File: src/logic/mem_slot_pkg.sv
/*
 * Memory slot package
 * Shared widths, completion fault codes, the slot state encoding and the
 * timing limits of the load/store memory slot.
 */

package mem_slot_pkg;

	// ========================================================================
	// Widths
	// ========================================================================

	// Address width in bits, one 64 KiB space
	localparam int ADDR_W = 16;
	// Bytes carried by one bus beat
	localparam int BUS_BYTES = 8;
	// Address bits that select a byte inside one bus line
	localparam int LINE_BITS = 3;
	// Address bits below the page number, so a page is 256 bytes
	localparam int PAGE_BITS = 8;

	// Byte address of a request or a bus beat
	typedef logic [ADDR_W-1:0] addr_t;
	// One bus word, also used for the load value
	typedef logic [8*BUS_BYTES-1:0] data_t;
	// Byte enables of a single beat
	typedef logic [BUS_BYTES-1:0] sel_t;
	// Access size as log2 of the byte count, so 0 is a byte and 3 a doubleword
	typedef logic [1:0] size_t;
	// Request tag, handed back unchanged with the completion
	typedef logic [3:0] tag_t;
	// Byte offset of an access inside its line
	typedef logic [LINE_BITS-1:0] offs_t;
	// Completion status
	typedef logic [1:0] fault_t;

	// ========================================================================
	// Fault codes
	// ========================================================================

	// Normal completion
	localparam fault_t FLT_NONE = 2'd0;
	// Unaligned access that would cross a page boundary
	localparam fault_t FLT_ALN = 2'd1;
	// Bus never acknowledged the beat, all reissues used up
	localparam fault_t FLT_BUS = 2'd2;

	// Slot sequencing states
	// AVAIL waits for a request, ACTIVE has a beat on the bus,
	// DELAY sits between the low and the high beat of a split access,
	// DONE holds until the completion record has left
	typedef enum logic [1:0] {
		AVAIL,
		ACTIVE,
		DELAY,
		DONE
	} slot_state_t;

	// ========================================================================
	// Timing limits
	// ========================================================================

	// Cycles an open beat may wait for its ack before it is reissued
	localparam int BEAT_TIMEOUT = 32;
	// Reissues allowed before the op is ended with a bus error
	localparam int MAX_RETRY = 2;
	// Completion credits the consumer grants after reset
	localparam int RESULT_CREDITS = 2;

	// Counter widths that follow from the limits above
	localparam int TIMER_W = $clog2(BEAT_TIMEOUT);
	localparam int RETRY_W = $clog2(MAX_RETRY + 1);
	localparam int CREDIT_W = $clog2(RESULT_CREDITS + 1);

endpackage

File: src/logic/beat_if.sv
/*
 * Beat interface
 * Per-beat status shared by the slot sequencer, the beat timer and the
 * completion former.
 */

`timescale 1ns/1ns

interface beat_if;

	// A beat is currently on the bus
	logic open;
	// First issue of a new beat, not raised again for a reissue
	logic start;
	// The open beat saw its bus ack
	logic acked;
	// The open beat is the high half of a split access
	logic hi;
	// The op ends here, on an ack or with an alignment fault and no beat
	logic last;
	// Read data of the acked beat, zero for stores
	mem_slot_pkg::data_t rdata;
	// Byte offset of the access inside its line
	mem_slot_pkg::offs_t shift;
	// Timer orders the open beat to be dropped and raised again
	logic reissue;
	// Timer gives up on the beat and ends the op
	logic bus_err;

	modport work (output open, start, acked, hi, last, rdata, shift, input reissue, bus_err);
	modport timer (input open, start, acked, output reissue, bus_err);
	modport former (input acked, hi, last, rdata, shift, bus_err);

endinterface

File: src/logic/slot_work.sv
/*
 * Slot sequencer
 * Captures a load or store request, works out byte selects, beat addresses
 * and store data for one or two beats, and runs those beats on the bus.
 * A page-crossing unaligned access is never issued.
 */

`timescale 1ns/1ns

module slot_work (
	input  logic                clk_i,
	input  logic                rst_i,
	input  logic                req_valid_i,
	input  mem_slot_pkg::addr_t req_addr_i,
	input  mem_slot_pkg::size_t req_size_i,
	input  logic                req_store_i,
	input  mem_slot_pkg::data_t req_data_i,
	input  logic                bus_ack_i,
	input  mem_slot_pkg::data_t bus_rdata_i,
	output logic                bus_req_o,
	output logic                bus_we_o,
	output mem_slot_pkg::addr_t bus_addr_o,
	output mem_slot_pkg::sel_t  bus_sel_o,
	output mem_slot_pkg::data_t bus_wdata_o,
	beat_if.work                beat,
	input  logic                hold_i,
	input  logic                op_done_i
);

	localparam int BB = mem_slot_pkg::BUS_BYTES;

	mem_slot_pkg::slot_state_t state_q;
	mem_slot_pkg::addr_t       addr_q;
	mem_slot_pkg::size_t       size_q;
	mem_slot_pkg::data_t       data_q;
	logic                      store_q;
	logic                      hi_q;
	logic                      req_q;

	mem_slot_pkg::addr_t cur_addr;
	mem_slot_pkg::size_t cur_size;
	mem_slot_pkg::offs_t offs;
	mem_slot_pkg::sel_t  size_mask;
	mem_slot_pkg::addr_t line_addr;
	mem_slot_pkg::addr_t next_line;
	logic [2*BB-1:0]     sel_wide;
	logic [16*BB-1:0]    wdata_wide;
	logic                split;
	logic                page_cross;
	logic                accept;
	logic                acked;
	logic                final_beat;

	// ========================================================================
	// Geometry of the access
	// ========================================================================

	// While idle the geometry is taken straight from the request, so the page
	// check is ready in the accept cycle, afterwards from the captured copy
	assign cur_addr = (state_q == mem_slot_pkg::AVAIL) ? req_addr_i : addr_q;
	assign cur_size = (state_q == mem_slot_pkg::AVAIL) ? req_size_i : size_q;
	assign offs = cur_addr[mem_slot_pkg::LINE_BITS-1:0];

	// One enable bit per byte of the access size
	always_comb begin
		case (cur_size)
			2'd0: size_mask = 8'h01;
			2'd1: size_mask = 8'h03;
			2'd2: size_mask = 8'h0f;
			default: size_mask = 8'hff;
		endcase
	end

	// Selects across two lines, the upper half belongs to the high beat
	assign sel_wide = {{BB{1'b0}}, size_mask} << offs;
	assign split = |sel_wide[2*BB-1:BB];

	// Store data moved to its byte lanes across the same two lines
	assign wdata_wide = {{8*BB{1'b0}}, data_q} << {offs, 3'b000};

	assign line_addr = {cur_addr[mem_slot_pkg::ADDR_W-1:mem_slot_pkg::LINE_BITS],
		{mem_slot_pkg::LINE_BITS{1'b0}}};
	assign next_line = line_addr + mem_slot_pkg::addr_t'(BB);

	// A split access whose second line sits in another page is refused
	assign page_cross = split && (next_line[mem_slot_pkg::ADDR_W-1:mem_slot_pkg::PAGE_BITS] !=
		cur_addr[mem_slot_pkg::ADDR_W-1:mem_slot_pkg::PAGE_BITS]);

	assign accept = (state_q == mem_slot_pkg::AVAIL) && req_valid_i && !hold_i;

	// An ack counts only while the request is really on the bus, which also
	// drops a late ack that lands in the reissue gap
	assign acked = req_q && bus_ack_i;
	assign final_beat = hi_q || !split;

	// ========================================================================
	// Bus and beat outputs
	// ========================================================================

	// All fields come from registers and stay put until the ack
	assign bus_req_o = req_q;
	assign bus_we_o = store_q;
	assign bus_addr_o = hi_q ? next_line : line_addr;
	assign bus_sel_o = hi_q ? sel_wide[2*BB-1:BB] : sel_wide[BB-1:0];
	assign bus_wdata_o = hi_q ? wdata_wide[16*BB-1:8*BB] : wdata_wide[8*BB-1:0];

	assign beat.open = req_q;
	// New beats start from an accepted request or from the gap before the high beat
	assign beat.start = (accept && !page_cross) || (state_q == mem_slot_pkg::DELAY);
	assign beat.acked = acked;
	assign beat.hi = hi_q;
	// Alignment faults end the op at once without any beat
	assign beat.last = (acked && final_beat) || (accept && page_cross);
	// Stores report zero so their completion carries no value
	assign beat.rdata = store_q ? '0 : bus_rdata_i;
	assign beat.shift = offs;

	// ========================================================================
	// Sequencer
	// ========================================================================

	always_ff @(posedge clk_i) begin
		if (rst_i) begin
			state_q <= mem_slot_pkg::AVAIL;
			req_q <= 1'b0;
			hi_q <= 1'b0;
		end else begin
			case (state_q)
				mem_slot_pkg::AVAIL: begin
					if (accept) begin
						hi_q <= 1'b0;
						if (page_cross) begin
							state_q <= mem_slot_pkg::DONE;
						end else begin
							state_q <= mem_slot_pkg::ACTIVE;
							req_q <= 1'b1;
						end
					end
				end
				mem_slot_pkg::ACTIVE: begin
					if (!req_q) begin
						// Gap cycle of a reissue, put the same beat back
						req_q <= 1'b1;
					end else if (acked) begin
						req_q <= 1'b0;
						state_q <= final_beat ? mem_slot_pkg::DONE : mem_slot_pkg::DELAY;
					end else if (beat.bus_err) begin
						// Retries used up, the high beat is never issued
						req_q <= 1'b0;
						state_q <= mem_slot_pkg::DONE;
					end else if (beat.reissue) begin
						req_q <= 1'b0;
					end
				end
				mem_slot_pkg::DELAY: begin
					hi_q <= 1'b1;
					req_q <= 1'b1;
					state_q <= mem_slot_pkg::ACTIVE;
				end
				default: begin
					// Wait for the completion record to leave the slot
					if (op_done_i) begin
						state_q <= mem_slot_pkg::AVAIL;
					end
				end
			endcase
		end
	end

	// Request payload is captured once per op
	always_ff @(posedge clk_i) begin
		if (accept) begin
			addr_q <= req_addr_i;
			size_q <= req_size_i;
			store_q <= req_store_i;
			data_q <= req_data_i;
		end
	end

endmodule

File: src/logic/beat_timer.sv
/*
 * Beat timer
 * Watches the open beat, orders a reissue when no ack arrives in time and
 * declares a bus error once the reissues are used up.
 */

`timescale 1ns/1ns

module beat_timer (
	input  logic  clk_i,
	input  logic  rst_i,
	beat_if.timer beat
);

	logic [mem_slot_pkg::TIMER_W-1:0] cnt_q;
	logic [mem_slot_pkg::RETRY_W-1:0] retry_q;
	logic                             expire;
	logic                             retries_left;

	// The beat has been on the bus for BEAT_TIMEOUT cycles with no ack
	assign expire = beat.open && !beat.acked &&
		(cnt_q == mem_slot_pkg::TIMER_W'(mem_slot_pkg::BEAT_TIMEOUT - 1));
	assign retries_left = (retry_q != mem_slot_pkg::RETRY_W'(mem_slot_pkg::MAX_RETRY));

	// Expiry turns into a reissue while retries remain, else into the verdict
	assign beat.reissue = expire && retries_left;
	assign beat.bus_err = expire && !retries_left;

	// Cycle counter
	// Start arrives one cycle before the beat goes on the bus, so the first
	// counted cycle is the first cycle with the request high
	always_ff @(posedge clk_i) begin
		if (rst_i) begin
			cnt_q <= '0;
		end else if (beat.start || beat.acked || expire) begin
			cnt_q <= '0;
		end else if (beat.open) begin
			cnt_q <= cnt_q + 1'b1;
		end
	end

	// Retry counter, per beat
	// Each half of a split access gets its own set of reissues
	always_ff @(posedge clk_i) begin
		if (rst_i) begin
			retry_q <= '0;
		end else if (beat.start) begin
			retry_q <= '0;
		end else if (beat.reissue) begin
			retry_q <= retry_q + 1'b1;
		end
	end

endmodule

File: src/logic/result_former.sv
/*
 * Completion former
 * Assembles the load value from one or two beats, extends it by size and
 * sign, attaches the fault code and sends the completion under credits.
 */

`timescale 1ns/1ns

module result_former (
	input  logic                 clk_i,
	input  logic                 rst_i,
	input  logic                 req_valid_i,
	input  mem_slot_pkg::tag_t   req_tag_i,
	input  logic                 req_signed_i,
	input  mem_slot_pkg::size_t  req_size_i,
	input  logic                 flush_i,
	input  logic                 res_credit_i,
	beat_if.former               beat,
	output logic                 res_valid_o,
	output mem_slot_pkg::tag_t   res_tag_o,
	output mem_slot_pkg::data_t  res_data_o,
	output mem_slot_pkg::fault_t res_fault_o,
	output logic                 req_credit_o,
	output logic                 hold_o,
	output logic                 op_done_o
);

	mem_slot_pkg::tag_t               tag_q;
	mem_slot_pkg::size_t              size_q;
	logic                             sgn_q;
	logic                             flushed_q;
	mem_slot_pkg::data_t              lo_q;
	logic                             pend_q;
	mem_slot_pkg::data_t              res_data_q;
	mem_slot_pkg::fault_t             res_fault_q;
	logic [mem_slot_pkg::CREDIT_W-1:0] cred_q;

	logic                 cred_nz;
	logic                 send;
	logic                 done;
	logic                 hold;
	logic                 accept;
	logic                 end_ev;
	mem_slot_pkg::data_t  merged;
	mem_slot_pkg::fault_t fault_d;

	// Cut the value down to the access size and widen it again
	function automatic mem_slot_pkg::data_t size_ext(mem_slot_pkg::data_t v,
		mem_slot_pkg::size_t sz, logic sgn);
		mem_slot_pkg::data_t r;
		case (sz)
			2'd0: r = {{56{sgn & v[7]}}, v[7:0]};
			2'd1: r = {{48{sgn & v[15]}}, v[15:0]};
			2'd2: r = {{32{sgn & v[31]}}, v[31:0]};
			default: r = v;
		endcase
		return r;
	endfunction

	// ========================================================================
	// Credit and record control
	// ========================================================================

	assign cred_nz = (cred_q != '0);
	// A flushed record is dropped, it leaves without spending a credit
	assign send = pend_q && !flushed_q && cred_nz;
	assign done = pend_q && (flushed_q || cred_nz);
	assign hold = pend_q && !done;
	assign accept = req_valid_i && !hold;
	assign end_ev = beat.last || beat.bus_err;

	assign res_valid_o = send;
	assign res_tag_o = tag_q;
	assign res_data_o = res_data_q;
	assign res_fault_o = res_fault_q;
	assign req_credit_o = done;
	assign hold_o = hold;
	assign op_done_o = done;

	// The high beat supplies the bytes above what the low beat delivered
	assign merged = beat.hi ? (lo_q | (beat.rdata << (7'd64 - {beat.shift, 3'b000}))) :
		(beat.rdata >> {beat.shift, 3'b000});

	// Bus error wins, an end with no ack is the alignment fault
	assign fault_d = beat.bus_err ? mem_slot_pkg::FLT_BUS :
		(!beat.acked ? mem_slot_pkg::FLT_ALN : mem_slot_pkg::FLT_NONE);

	always_ff @(posedge clk_i) begin
		if (rst_i) begin
			pend_q <= 1'b0;
			flushed_q <= 1'b0;
			cred_q <= mem_slot_pkg::CREDIT_W'(mem_slot_pkg::RESULT_CREDITS);
		end else begin
			if (end_ev) begin
				pend_q <= 1'b1;
			end else if (done) begin
				pend_q <= 1'b0;
			end
			// Flush marks the op in flight, a new op starts clean
			if (accept) begin
				flushed_q <= 1'b0;
			end else if (flush_i) begin
				flushed_q <= 1'b1;
			end
			case ({send, res_credit_i})
				2'b10: cred_q <= cred_q - 1'b1;
				2'b01: cred_q <= cred_q + 1'b1;
				default: cred_q <= cred_q;
			endcase
		end
	end

	// Op attributes, the low half of a split load and the record payload
	always_ff @(posedge clk_i) begin
		if (accept) begin
			tag_q <= req_tag_i;
			size_q <= req_size_i;
			sgn_q <= req_signed_i;
		end
		if (beat.acked && !beat.last) begin
			lo_q <= beat.rdata >> {beat.shift, 3'b000};
		end
		if (end_ev) begin
			res_fault_q <= fault_d;
			res_data_q <= (fault_d == mem_slot_pkg::FLT_NONE) ? size_ext(merged, size_q, sgn_q) : '0;
		end
	end

endmodule

File: src/logic/mem_slot_top.sv
/*
 * Memory slot top level
 * One load/store slot with request and completion credit channels and a
 * 64-bit data bus, built from the sequencer, the beat timer and the
 * completion former.
 */

`timescale 1ns/1ns

module mem_slot_top (
	input  logic                 clk_i,
	input  logic                 rst_i,
	input  logic                 req_valid_i,
	input  mem_slot_pkg::tag_t   req_tag_i,
	input  mem_slot_pkg::addr_t  req_addr_i,
	input  mem_slot_pkg::size_t  req_size_i,
	input  logic                 req_store_i,
	input  logic                 req_signed_i,
	input  mem_slot_pkg::data_t  req_data_i,
	input  logic                 flush_i,
	input  logic                 res_credit_i,
	input  logic                 bus_ack_i,
	input  mem_slot_pkg::data_t  bus_rdata_i,
	output logic                 res_valid_o,
	output mem_slot_pkg::tag_t   res_tag_o,
	output mem_slot_pkg::data_t  res_data_o,
	output mem_slot_pkg::fault_t res_fault_o,
	output logic                 req_credit_o,
	output logic                 bus_req_o,
	output logic                 bus_we_o,
	output mem_slot_pkg::addr_t  bus_addr_o,
	output mem_slot_pkg::sel_t   bus_sel_o,
	output mem_slot_pkg::data_t  bus_wdata_o
);

	// Per-beat status shared by the three blocks
	beat_if beat ();

	// Record waiting for a completion credit
	logic hold;
	// Op has left the slot
	logic op_done;

	// ========================================================================
	// Blocks
	// ========================================================================

	slot_work slot_work_inst (
		.clk_i       (clk_i),
		.rst_i       (rst_i),
		.req_valid_i (req_valid_i),
		.req_addr_i  (req_addr_i),
		.req_size_i  (req_size_i),
		.req_store_i (req_store_i),
		.req_data_i  (req_data_i),
		.bus_ack_i   (bus_ack_i),
		.bus_rdata_i (bus_rdata_i),
		.bus_req_o   (bus_req_o),
		.bus_we_o    (bus_we_o),
		.bus_addr_o  (bus_addr_o),
		.bus_sel_o   (bus_sel_o),
		.bus_wdata_o (bus_wdata_o),
		.beat        (beat.work),
		.hold_i      (hold),
		.op_done_i   (op_done)
	);

	// Runs beside the sequencer and watches every open beat
	beat_timer beat_timer_inst (
		.clk_i (clk_i),
		.rst_i (rst_i),
		.beat  (beat.timer)
	);

	result_former result_former_inst (
		.clk_i        (clk_i),
		.rst_i        (rst_i),
		.req_valid_i  (req_valid_i),
		.req_tag_i    (req_tag_i),
		.req_signed_i (req_signed_i),
		.req_size_i   (req_size_i),
		.flush_i      (flush_i),
		.res_credit_i (res_credit_i),
		.beat         (beat.former),
		.res_valid_o  (res_valid_o),
		.res_tag_o    (res_tag_o),
		.res_data_o   (res_data_o),
		.res_fault_o  (res_fault_o),
		.req_credit_o (req_credit_o),
		.hold_o       (hold),
		.op_done_o    (op_done)
	);

endmodule

File: config.mk
export PLATFORM = sky130hd
export DESIGN_NAME = mem_slot_top
export DESIGN_NICKNAME = d
export VERILOG_FILES = /design/src/logic/mem_slot_pkg.sv /design/src/logic/beat_if.sv /design/src/logic/slot_work.sv /design/src/logic/beat_timer.sv /design/src/logic/result_former.sv /design/src/logic/mem_slot_top.sv
export SDC_FILE = /design/constraint.sdc
export NUM_CORES = 1
export LEC_CHECK = 0
export BUFFER_PORTS_ARGS = -buffer_cell sky130_fd_sc_hd__buf_2
export CAP_MARGIN = 15
export CORE_AREA = 5 5 199 201
export DETAILED_ROUTE_END_ITERATION = 10
export DIE_AREA = 0 0 204 206
export GPL_TIMING_DRIVEN = 0
export PLACE_DENSITY = 0.66
export SLEW_MARGIN = 20
export SYNTH_ARGS = -nofsm -noshare
export SYNTH_HDL_FRONTEND = slang
export SYNTH_SLANG_ARGS = --single-unit
File: constraint.sdc
create_clock -name clk_i -period 10.02 [get_ports clk_i]
set_clock_uncertainty 0.05 [all_clocks]
set_input_delay 2.004 -clock clk_i [delete_from_list [all_inputs] [get_ports clk_i]]
set_output_delay 2.004 -clock clk_i [all_outputs]
set_load 0.02 [all_outputs]
==> results.json, run 1 <==
{
  "max_stage_delay_ps": 950,
  "cts_max_path_buffers": 3,
  "chipWidth_um": 204,
  "ys_types": 75,
  "finalSetupViolations": 0,
  "synth-main-ff-cell": "edfxtp_1",
  "insertion_delay_ps": 580,
  "synth_top_area_cell": "edfxtp_1",
  "async_reset_ff_share_pct": 0,
  "dp_hpwl_mm": 61.9,
  "critPathCaptureType": "primary output",
  "routabilityCongestion": 1.04,
  "critical_path_required_ps": 7970,
  "status": "complete, no violations",
  "numPortBuffers": 316,
  "ys_ff_latch": 235,
  "drv_slew": 0,
  "synth_top_cells_by_area": "edfxtp_1, mux2i_1, nand2_1, a21oi_1, o21ai_0",
  "clkTransAtPathRegs_ps": 60,
  "path_cells": "buf_2 > mux2_2 > buf_4 > inv_2 > clkbuf_1 > nand2_1 > nor3_2 > a222oi_1 > inv_1 > buf_2",
  "hold_buffers": 0,
  "antenna_found_initial": 1,
  "drtIter0Drc": 2335,
  "initial_core_util_pct": 42.6,
  "final_area_mm2": 0.0192,
  "cts_tree": "yes",
  "tns_ps": 0,
  "postCtsSetupBuffers": 0,
  "period_needed_ps": 7620,
  "postRouteAntennaNets": 0,
  "cts.root.buffer_cell": "clkbuf_16",
  "grt_util_all_layers_pct": 37.8,
  "cts_resized": 0,
  "synthCells": 1715,
  "area_delta_synth_final_pct": 20.6,
  "critPathSlowestCell": "nor3_2",
  "die_area_mm2": 0.0420,
  "clock_sinks": 235,
  "grt_max_degree": 67,
  "grt_pass1_vias": 16600,
  "r2r_slack_ps": 3190,
  "dpl_cell_area_mm2": 0.0183,
  "nets": 2249,
  "powerDensity_mw_per_mm2": 331,
  "via_per_inst": 6.63,
  "hold_viol": 0,
  "cts_buffers": 27,
  "seqCellArea_mm2": 0.00691,
  "die_h_um": 206,
  "start_kind": "primary input",
  "slew_headroom_pct": 18.7,
  "drtPass1Iterations": 8,
  "rsz0062_at_grt": "no",
  "arrival_ps": 5570,
  "fmax_mhz": 131,
  "htreeDepth": 1,
  "synth_edf_count": 220,
  "p_total_w": 0.00635,
  "fill_cells": 3596,
  "synth-warning-count": 0,
  "core_mm2": 0.0374,
  "routed_wl_mm": 82.6,
  "drt_drc_violations_left": 0,
  "grt_pass1_wl_mm": 116,
  "io_pins": 320,
  "grt-ovfl-total": 0,
  "synthesis.area_mm2": 0.0159,
  "worstMarginPinSlew_ps": 1220,
  "whs_ps": 451,
  "synth_top_area_share_pct": 41.5,
  "finalCritPeriodShare_pct": 76.1,
  "maxCapViolations": 0,
  "multiInputGateArea_mm2": 0.00831,
  "synth_seq_area_share_pct": 43.4,
  "cellLeakagePower_nw": 7.72,
  "rows": 71,
  "avgSynthCellArea_um2": 9.28,
  "drive_gt1_share_pct": 22.2,
  "path_common_cell": "buf_2",
  "diodes": 0,
  "crit_fanout": 10,
  "wl_per_cell_um": 31.7,
  "crit_type": "primary input to primary output",
  "holdCritPathClass": "flop to flop",
  "vias": 17300,
  "ir_drop_mv": 0.224
}
==> cell type report <==
type                       count  area share [%]
buffer                       143            3.30
clock buffer                  32            3.62
clock inverter                15           0.821
inverter                      32           0.639
multi-input combinational   1307            43.3
sequential                   235            36.0
tap                          511            3.33
timing repair buffer         334            9.04
==> power breakdown <==
part           total (W)  switching, W  leakage [nW]  internal, W
sequential       0.00140     0.0000880          2.20      0.00132
combinational    0.00395       0.00282          5.11      0.00114
clock           0.000991      0.000423         0.414     0.000568
total            0.00635       0.00333          7.72      0.00302
==> flip-flops by register name (all words and copies together), names as in the netlist, 4 cells and up <==
signal                         count
beat_timer_inst.cnt_q              5
result_former_inst.lo_q           64
result_former_inst.res_data_o     64
result_former_inst.res_tag_o       4
slot_work_inst.addr_q             16
slot_work_inst.data_q             64
==> cell families (layout without fill, tap and decap cells) <==
family / after synthesis / count (layout) / share of synthesized area [%]
compound gates: 541 / 541 / 22.4
xor+xnor: 18 / 18 / 0.991
fa+ha+maj: 12 / 12 / 0.928
buf+inv: 175 / 556 / 4.73
flops: 235 / 235 / 43.4
mux: 169 / 169 / 11.4
other cells: 1 / 3 / 0.0236
simple gates: 564 / 564 / 16.1
==> critical path: cells and delay by family <==
family / cells / cell delay, ps
buffers and inverters: 6 / 1290
muxes: 1 / 290
AOI/OAI and AO/OA: 1 / 390
and+or+nand+nor: 2 / 1560
==> per-layer routing <==
layer / GRT usage (%) / vias to the layer above / wire (µm)
li1: - / 7257 / -
met2: 58.0 / 1462 / 35400
met3: 9.59 / 349 / 10100
met5: 0 / - / 7
met4: 21.9 / 2 / 6230
met1: 48.6 / 8221 / 30800
==> path summary, 6_finish.rpt <==
kind | startpoint | end | cells after the start
worst max-delay path | req_addr_i[1] | bus_wdata_o[36] | 10
worst min-delay path | beat_timer_inst.cnt_q[4] | beat_timer_inst.cnt_q[4] | 2
worst max register to register | slot_work_inst.state_q[0] | result_former_inst.res_data_o[40] | 16
worst min register to register | beat_timer_inst.cnt_q[4] | beat_timer_inst.cnt_q[4] | 2
==> synthesized netlist by cell type (all sizes together) (8+ instances only) <==
library cell  count
a211o            21
a211oi           33
a21o             19
a21oi           154
a222oi           11
a22o              8
a2bb2oi           8
a31oi            49
and2             14
and3             39
buf              59
clkbuf           84
dfxtp            15
edfxtp          220
ha               11
inv              32
mux2             23
mux2i           138
mux4              8
nand2           294
nand2b           17
nand3            34
nor2             89
nor2b            16
nor3             21
nor4             11
o211ai           24
o21ai            91
o221ai           20
o22ai            37
or4               8
xnor2            10
xor2              8
==> cells in the final DEF (no fill, tap or decap), drive strengths merged, types with 37 or more instances in the layout <==
cell,synthesis,final
buf,59,393
nand2,294,294
edfxtp,220,220
a21oi,154,154
mux2i,138,138
clkbuf,84,116
o21ai,91,91
nor2,89,89
a31oi,49,49
and3,39,39
o22ai,37,37
==> stage by stage <==
stage	setup WS (ps)	utilization, %	instances
2_1_floorplan	138	-	1717
3_3_place_gp	-5380	48.5	2544
3_5_place_dp	2250	49.0	2562
4_1_cts	2570	51.3	2609
5_1_grt	2420	51.3	2609
6_report	2400	51.3	2609
Power figures use the tool's default switching activity.
==> run 2: changes to the inputs <==
ABC_AREA = 1   (was not set)
clock period = 6.9 ns   (was 10.02 ns; I/O delays follow)
==> results.json, run 2 <==
{
  "start_kind": "primary input",
  "vias": 18200,
  "cts_buffers": 26,
  "hold_buffers": 0,
  "final_common_cell": "nand2_1",
  "finalCritPeriodShare_pct": 84.6,
  "r2r_slack_ps": 1110,
  "synth-warning-count": 0,
  "clock_sinks": 235,
  "async_reset_ff_share_pct": 0,
  "synth_top_cells_by_area": "edfxtp_1, nand2_1, o21ai_0, nand3_1, nor2_1",
  "dp_hpwl_mm": 60.7,
  "htreeDepth": 1,
  "avgSynthCellArea_um2": 7.15,
  "clkTransAtPathRegs_ps": 60,
  "fmax_mhz": 171,
  "wl_per_cell_um": 25.1,
  "grt_max_degree": 53,
  "synth_commonest_cells": "nand2_1, nor2_1, edfxtp_1",
  "grt_pass1_vias": 17800,
  "postRouteAntennaNets": 0,
  "drv_slew": 0,
  "rows": 71,
  "synth_top_family_by_area": "simple AND/OR/NAND/NOR gates",
  "critical_path_required_ps": 7140,
  "routed_wl_mm": 78.3,
  "synth.most_common_cell": "nand2_1",
  "path_cells": "buf_2 > inv_1 > nand2_1 > nand2_1 > buf_2 > buf_2 > buf_1 > ha_1 > ha_1 > buf_2 > clkinv_1 > nand2_2 > clkbuf_1 > o21ai_0 > nand2_1 > a21oi_1 > nor2_1 > nor2_1",
  "io_pins": 320,
  "synth_compound_area_share_pct": 13.8,
  "synthesis.area_mm2": 0.0160,
  "drive_gt1_share_pct": 17.5,
  "arrival_ps": 6080,
  "synth_fa_ha_area_share_pct": 0.863,
  "post-route-util_pct": 51.3,
  "nets": 2754,
  "drt_drc_violations_left": 0,
  "postCtsSetupBuffers": 0,
  "chipWidth_um": 204,
  "fill_cells": 3784,
  "critPathCaptureType": "flop",
  "layoutNonFillerInstCount": 3119,
  "cts_resized": 0,
  "grt_pass1_wl_mm": 111,
  "path_common_cell": "buf_2",
  "core_mm2": 0.0374,
  "tns_ps": 0,
  "cts.root.buffer_cell": "clkbuf_16",
  "synthCells": 2232,
  "routabilityCongestion": 1.05,
  "synthSimpleGateAreaFrac_pct": 31.1,
  "powerDensity_mw_per_mm2": 547,
  "critPathSlowestCell": "clkbuf_1",
  "crit_fanout": 10,
  "maxCapViolations": 0,
  "ys_types": 40,
  "synth_seq_area_share_pct": 43.3,
  "place_inst": 3068,
  "cts_tree": "yes",
  "synth_xor_area_share_pct": 0.769,
  "rsz0062_at_grt": "no",
  "ir_drop_mv": 0.376,
  "max_stage_delay_ps": 770,
  "synth_top_area_share_pct": 41.4,
  "dpl_worst_slack_ps": 721,
  "critical-path-top-delay-family": "buffers and inverters",
  "area_delta_synth_final_pct": 20.1,
  "slew_headroom_pct": 27.5,
  "cts_max_path_buffers": 3,
  "die_h_um": 206,
  "path_buf_inv": 8,
  "mostFrequentLayoutCells": "nand2_1, buf_2, nor2_1, edfxtp_1, o21ai_0",
  "holdCritPathClass": "flop to flop",
  "synth-main-ff-cell": "edfxtp_1",
  "antenna_found_initial": 7,
  "synth_top_area_cell": "edfxtp_1",
  "finalSetupViolations": 0,
  "worstMarginPinSlew_ps": 1080,
  "dpl_cell_area_mm2": 0.0184,
  "synth.area.mux_share_pct": 0.941,
  "period_needed_ps": 5840,
  "status": "complete, no violations",
  "synth_edf_count": 220,
  "final_area_mm2": 0.0192,
  "grt-ovfl-total": 0,
  "insertion_delay_ps": 570,
  "ys_ff_latch": 235,
  "numPortBuffers": 316,
  "hold_viol": 0,
  "grt_util_all_layers_pct": 35.7,
  "fin_ws_ps": 1060,
  "die_area_mm2": 0.0420,
  "crit_type": "primary input to flop",
  "via_per_inst": 5.82,
  "drtIter0Drc": 2403,
  "initial_core_util_pct": 42.7,
  "drtPass1Iterations": 6,
  "cellLeakagePower_nw": 8.96
}
run 2: cell types whose count changed in the layout (fill, tap and decap cells not counted), sizes merged, moves of 92 or more:
cell,change
nand3,+174
inv,+169
a21oi,-92
mux2i,-123
nor2,+149
o21ai,+133
nand2,+441
run 2: layout make-up:
| type | count | area [µm²] | share of cell area, % |
|---|---|---|---|
| Clock inverter | 16 | 93.8 | 0.490 |
| Multi-Input combinational cell | 1647 | 7630 | 39.8 |
| Clock buffer | 31 | 669 | 3.49 |
| Tap cell | 511 | 639 | 3.34 |
| Timing Repair Buffer | 323 | 1760 | 9.18 |
| Buffer | 146 | 691 | 3.60 |
| Sequential cell | 235 | 6910 | 36.0 |
| Antenna cell | 4 | 10.0 | 0.0522 |
| Inverter | 206 | 773 | 4.03 |
run 2: worst register-to-register path, cell delays in order, from the launching register on:
cell	delay, ps
dfxtp_1	390
inv_1	100
ha_1	270
inv_2	140
nand2_1	70
nand2_1	200
buf_2	340
buf_2	340
buf_1	570
ha_1	310
ha_1	150
buf_2	270
clkinv_1	440
nand2_2	390
clkbuf_1	780
o21ai_0	210
nand2_1	130
a21oi_1	90
nor2_1	220
nor2_1	70
run 2: final timing paths:
path,from,end,cells after the start
min reg2reg,beat_timer_inst.retry_q[1],beat_timer_inst.retry_q[1],2
max,req_addr_i[1],result_former_inst.res_data_o[42],18
min,beat_timer_inst.retry_q[1],beat_timer_inst.retry_q[1],2
max reg2reg,slot_work_inst.state_q[0],result_former_inst.res_data_o[42],19
run 2: cell families (layout without fill, tap and decap cells):
logic type	Yosys count	count (layout)
muxes	15	15
and+or+nand+nor	1218	1218
other	1	7
xor gates and xnor gates	14	14
adders and majority gates	11	11
buffers and inverters	352	722
DFF	235	235
AOI/OAI and AO/OA	386	386
run 2: where the power goes:
| part | total [W] | internal (W) | switching [W] |
|---|---|---|---|
| sequential | 0.00212 | 0.00201 | 0.000112 |
| combinational | 0.00707 | 0.00175 | 0.00533 |
| clock | 0.00129 | 0.000694 | 0.000594 |
| total | 0.0105 | 0.00445 | 0.00603 |
run 2: metal layers:
layer	share of wire [%]	up-vias	global-route usage, %
li1	-	8134	-
met1	37	8519	43.1
met2	46	1247	59.4
met3	10	258	7.14
met4	7.3	6	21.3
met5	0.054	-	0
run 2: metrics by stage:
step	power (W)	hold WS, ps
global route	0.0109	451
finish	0.0105	423
CTS	0.0103	424
floorplan	0.00620	390
global placement	0.00891	397
detailed placement	0.00897	416
==> run 3: changes to the inputs <==
PLACE_DENSITY = 0.63   (was 0.66)
clock period = 5.8 ns   (was 6.9 ns; I/O delays follow)
==> results.json, run 3 (synthesis results as in run 2) <==
{
  "via_per_inst": 5.75,
  "critical_path_required_ps": 6060,
  "p_total_w": 0.0124,
  "grt_util_all_layers_pct": 34.3,
  "cp-startpoint": "slot_work_inst.state_q[0]",
  "final_area_mm2": 0.0192,
  "vias": 17900,
  "antenna_found_initial": 5,
  "routed_wl_mm": 75.4,
  "worstReg2RegStart": "slot_work_inst.state_q[0]",
  "cts_max_path_buffers": 3,
  "finalSetupViolations": 0,
  "drv_slew": 0,
  "holdCritPathClass": "flop to flop",
  "grt_max_degree": 52,
  "postCtsSetupBuffers": 0,
  "arrival_ps": 5830,
  "cts_tree": "yes",
  "nets": 2754,
  "hold_buffers": 0,
  "whs_ps": 415,
  "cts.root.buffer_cell": "clkbuf_16",
  "cts_buffers": 26,
  "finalCritPeriodShare_pct": 96.0,
  "htreeDepth": 1,
  "grt-ovfl-total": 0,
  "status": "complete, no violations",
  "drtIter0Drc": 2422,
  "initial_core_util_pct": 42.7,
  "die_area_mm2": 0.0420,
  "reg2reg_depth": 20,
  "area_delta_synth_final_pct": 20.3,
  "wl_per_cell_um": 24.2,
  "rows": 71,
  "cts_resized": 0,
  "grt_pass1_vias": 17300,
  "fill_cells": 3794,
  "core_mm2": 0.0374,
  "grt_pass1_wl_mm": 107,
  "numPortBuffers": 316,
  "start_kind": "flop",
  "rsz0062_at_grt": "no",
  "routabilityCongestion": 1.04,
  "hold_viol": 0,
  "critPathCaptureType": "flop",
  "dpl_cell_area_mm2": 0.0184,
  "slew_headroom_pct": 31.7,
  "powerDensity_mw_per_mm2": 645,
  "chipWidth_um": 204,
  "period_needed_ps": 5570,
  "drt_drc_violations_left": 0,
  "postRouteAntennaNets": 0,
  "crit_fanout": 10,
  "die_h_um": 206,
  "maxCapViolations": 0,
  "min_from": "beat_timer_inst.retry_q[0]",
  "timing.rr.end": "result_former_inst.res_data_o[23]",
  "tns_ps": 0,
  "clkTransAtPathRegs_ps": 60,
  "final_common_cell": "nand2_1",
  "worstMarginPinSlew_ps": 1020,
  "dp_hpwl_mm": 58.8,
  "timing.critical_path.to": "result_former_inst.res_data_o[23]",
  "post-route-util_pct": 51.3,
  "cellLeakagePower_nw": 8.98,
  "clock_sinks": 235,
  "ir_drop_mv": 0.343,
  "drtPass1Iterations": 6,
  "fmax_mhz": 180,
  "drive_gt1_share_pct": 17.8,
  "insertion_delay_ps": 560,
  "crit_type": "flop to flop",
  "r2r_slack_ps": 230,
  "io_pins": 320,
  "mostFrequentLayoutCells": "nand2_1, buf_2, nor2_1, edfxtp_1, o21ai_0"
}
==> run 3: changes by cell type in the layout (fill, tap and decap cells not counted), sizes merged <==
cell,previous run,this run
clkinvlp,1,0
inv,202,200
clkinv,19,15
diode,4,2
buf,409,408
clkbuf,91,98
==> run 3: routing by layer <==
metal	wire [µm]	vias up	track usage (%)
met2	34100	1191	56.0
met5	34	-	0
met1	27600	8325	41.9
met3	7900	277	6.64
li1	-	8125	-
met4	5730	6	21.8
==> run 3: power by group <==
part	total [W]	switching [W]	internal [W]
clock	0.00156	0.000688	0.000868
combinational	0.00830	0.00622	0.00208
sequential	0.00251	0.000127	0.00239
total	0.0124	0.00703	0.00534
==> run 3: worst min-delay path by stage <==
stage                                            end  slack, ps  cells after the start
after floorplan           beat_timer_inst.retry_q[1]        390                      2
after global placement    beat_timer_inst.retry_q[0]        400                      2
after detailed placement  beat_timer_inst.retry_q[0]        400                      2
after CTS                 beat_timer_inst.retry_q[0]        410                      2
after global routing      beat_timer_inst.retry_q[1]        450                      2
final                     beat_timer_inst.retry_q[0]        410                      2
==> run 3: per-stage QoR <==
stage,setup WS [ps],instances
after floorplan,-62.6,2234
after global placement,-2950,3061
after detailed placement,-105,3068
after CTS,236,3114
after global routing,47.2,3114
final,230,3116
==> run 3: final cells by class <==
class | count | area, µm² | share of cell area (%)
multi-input combinational | 1647 | 7640 | 39.8
sequential | 235 | 6910 | 36.0
timing repair buffer | 323 | 1750 | 9.10
inverter | 206 | 773 | 4.03
clock buffer | 37 | 723 | 3.77
buffer | 146 | 693 | 3.61
tap | 511 | 639 | 3.33
clock inverter | 9 | 61.3 | 0.320
antenna | 2 | 5.00 | 0.0261
==> run 3: critical path, stage by stage, from the launching register on <==
cell and delay (ps):
dfxtp_1 410, inv_1 110, ha_1 270, inv_2 140
nand2_1 70, nand2_1 210, buf_2 350, buf_2 340
buf_1 570, ha_1 310, ha_1 150, buf_2 270
clkinv_1 450, nand2_2 410, inv_1 100, buf_2 230
buf_2 300, a21oi_1 190, a21oi_1 90, o21ai_0 220
inv_1 60
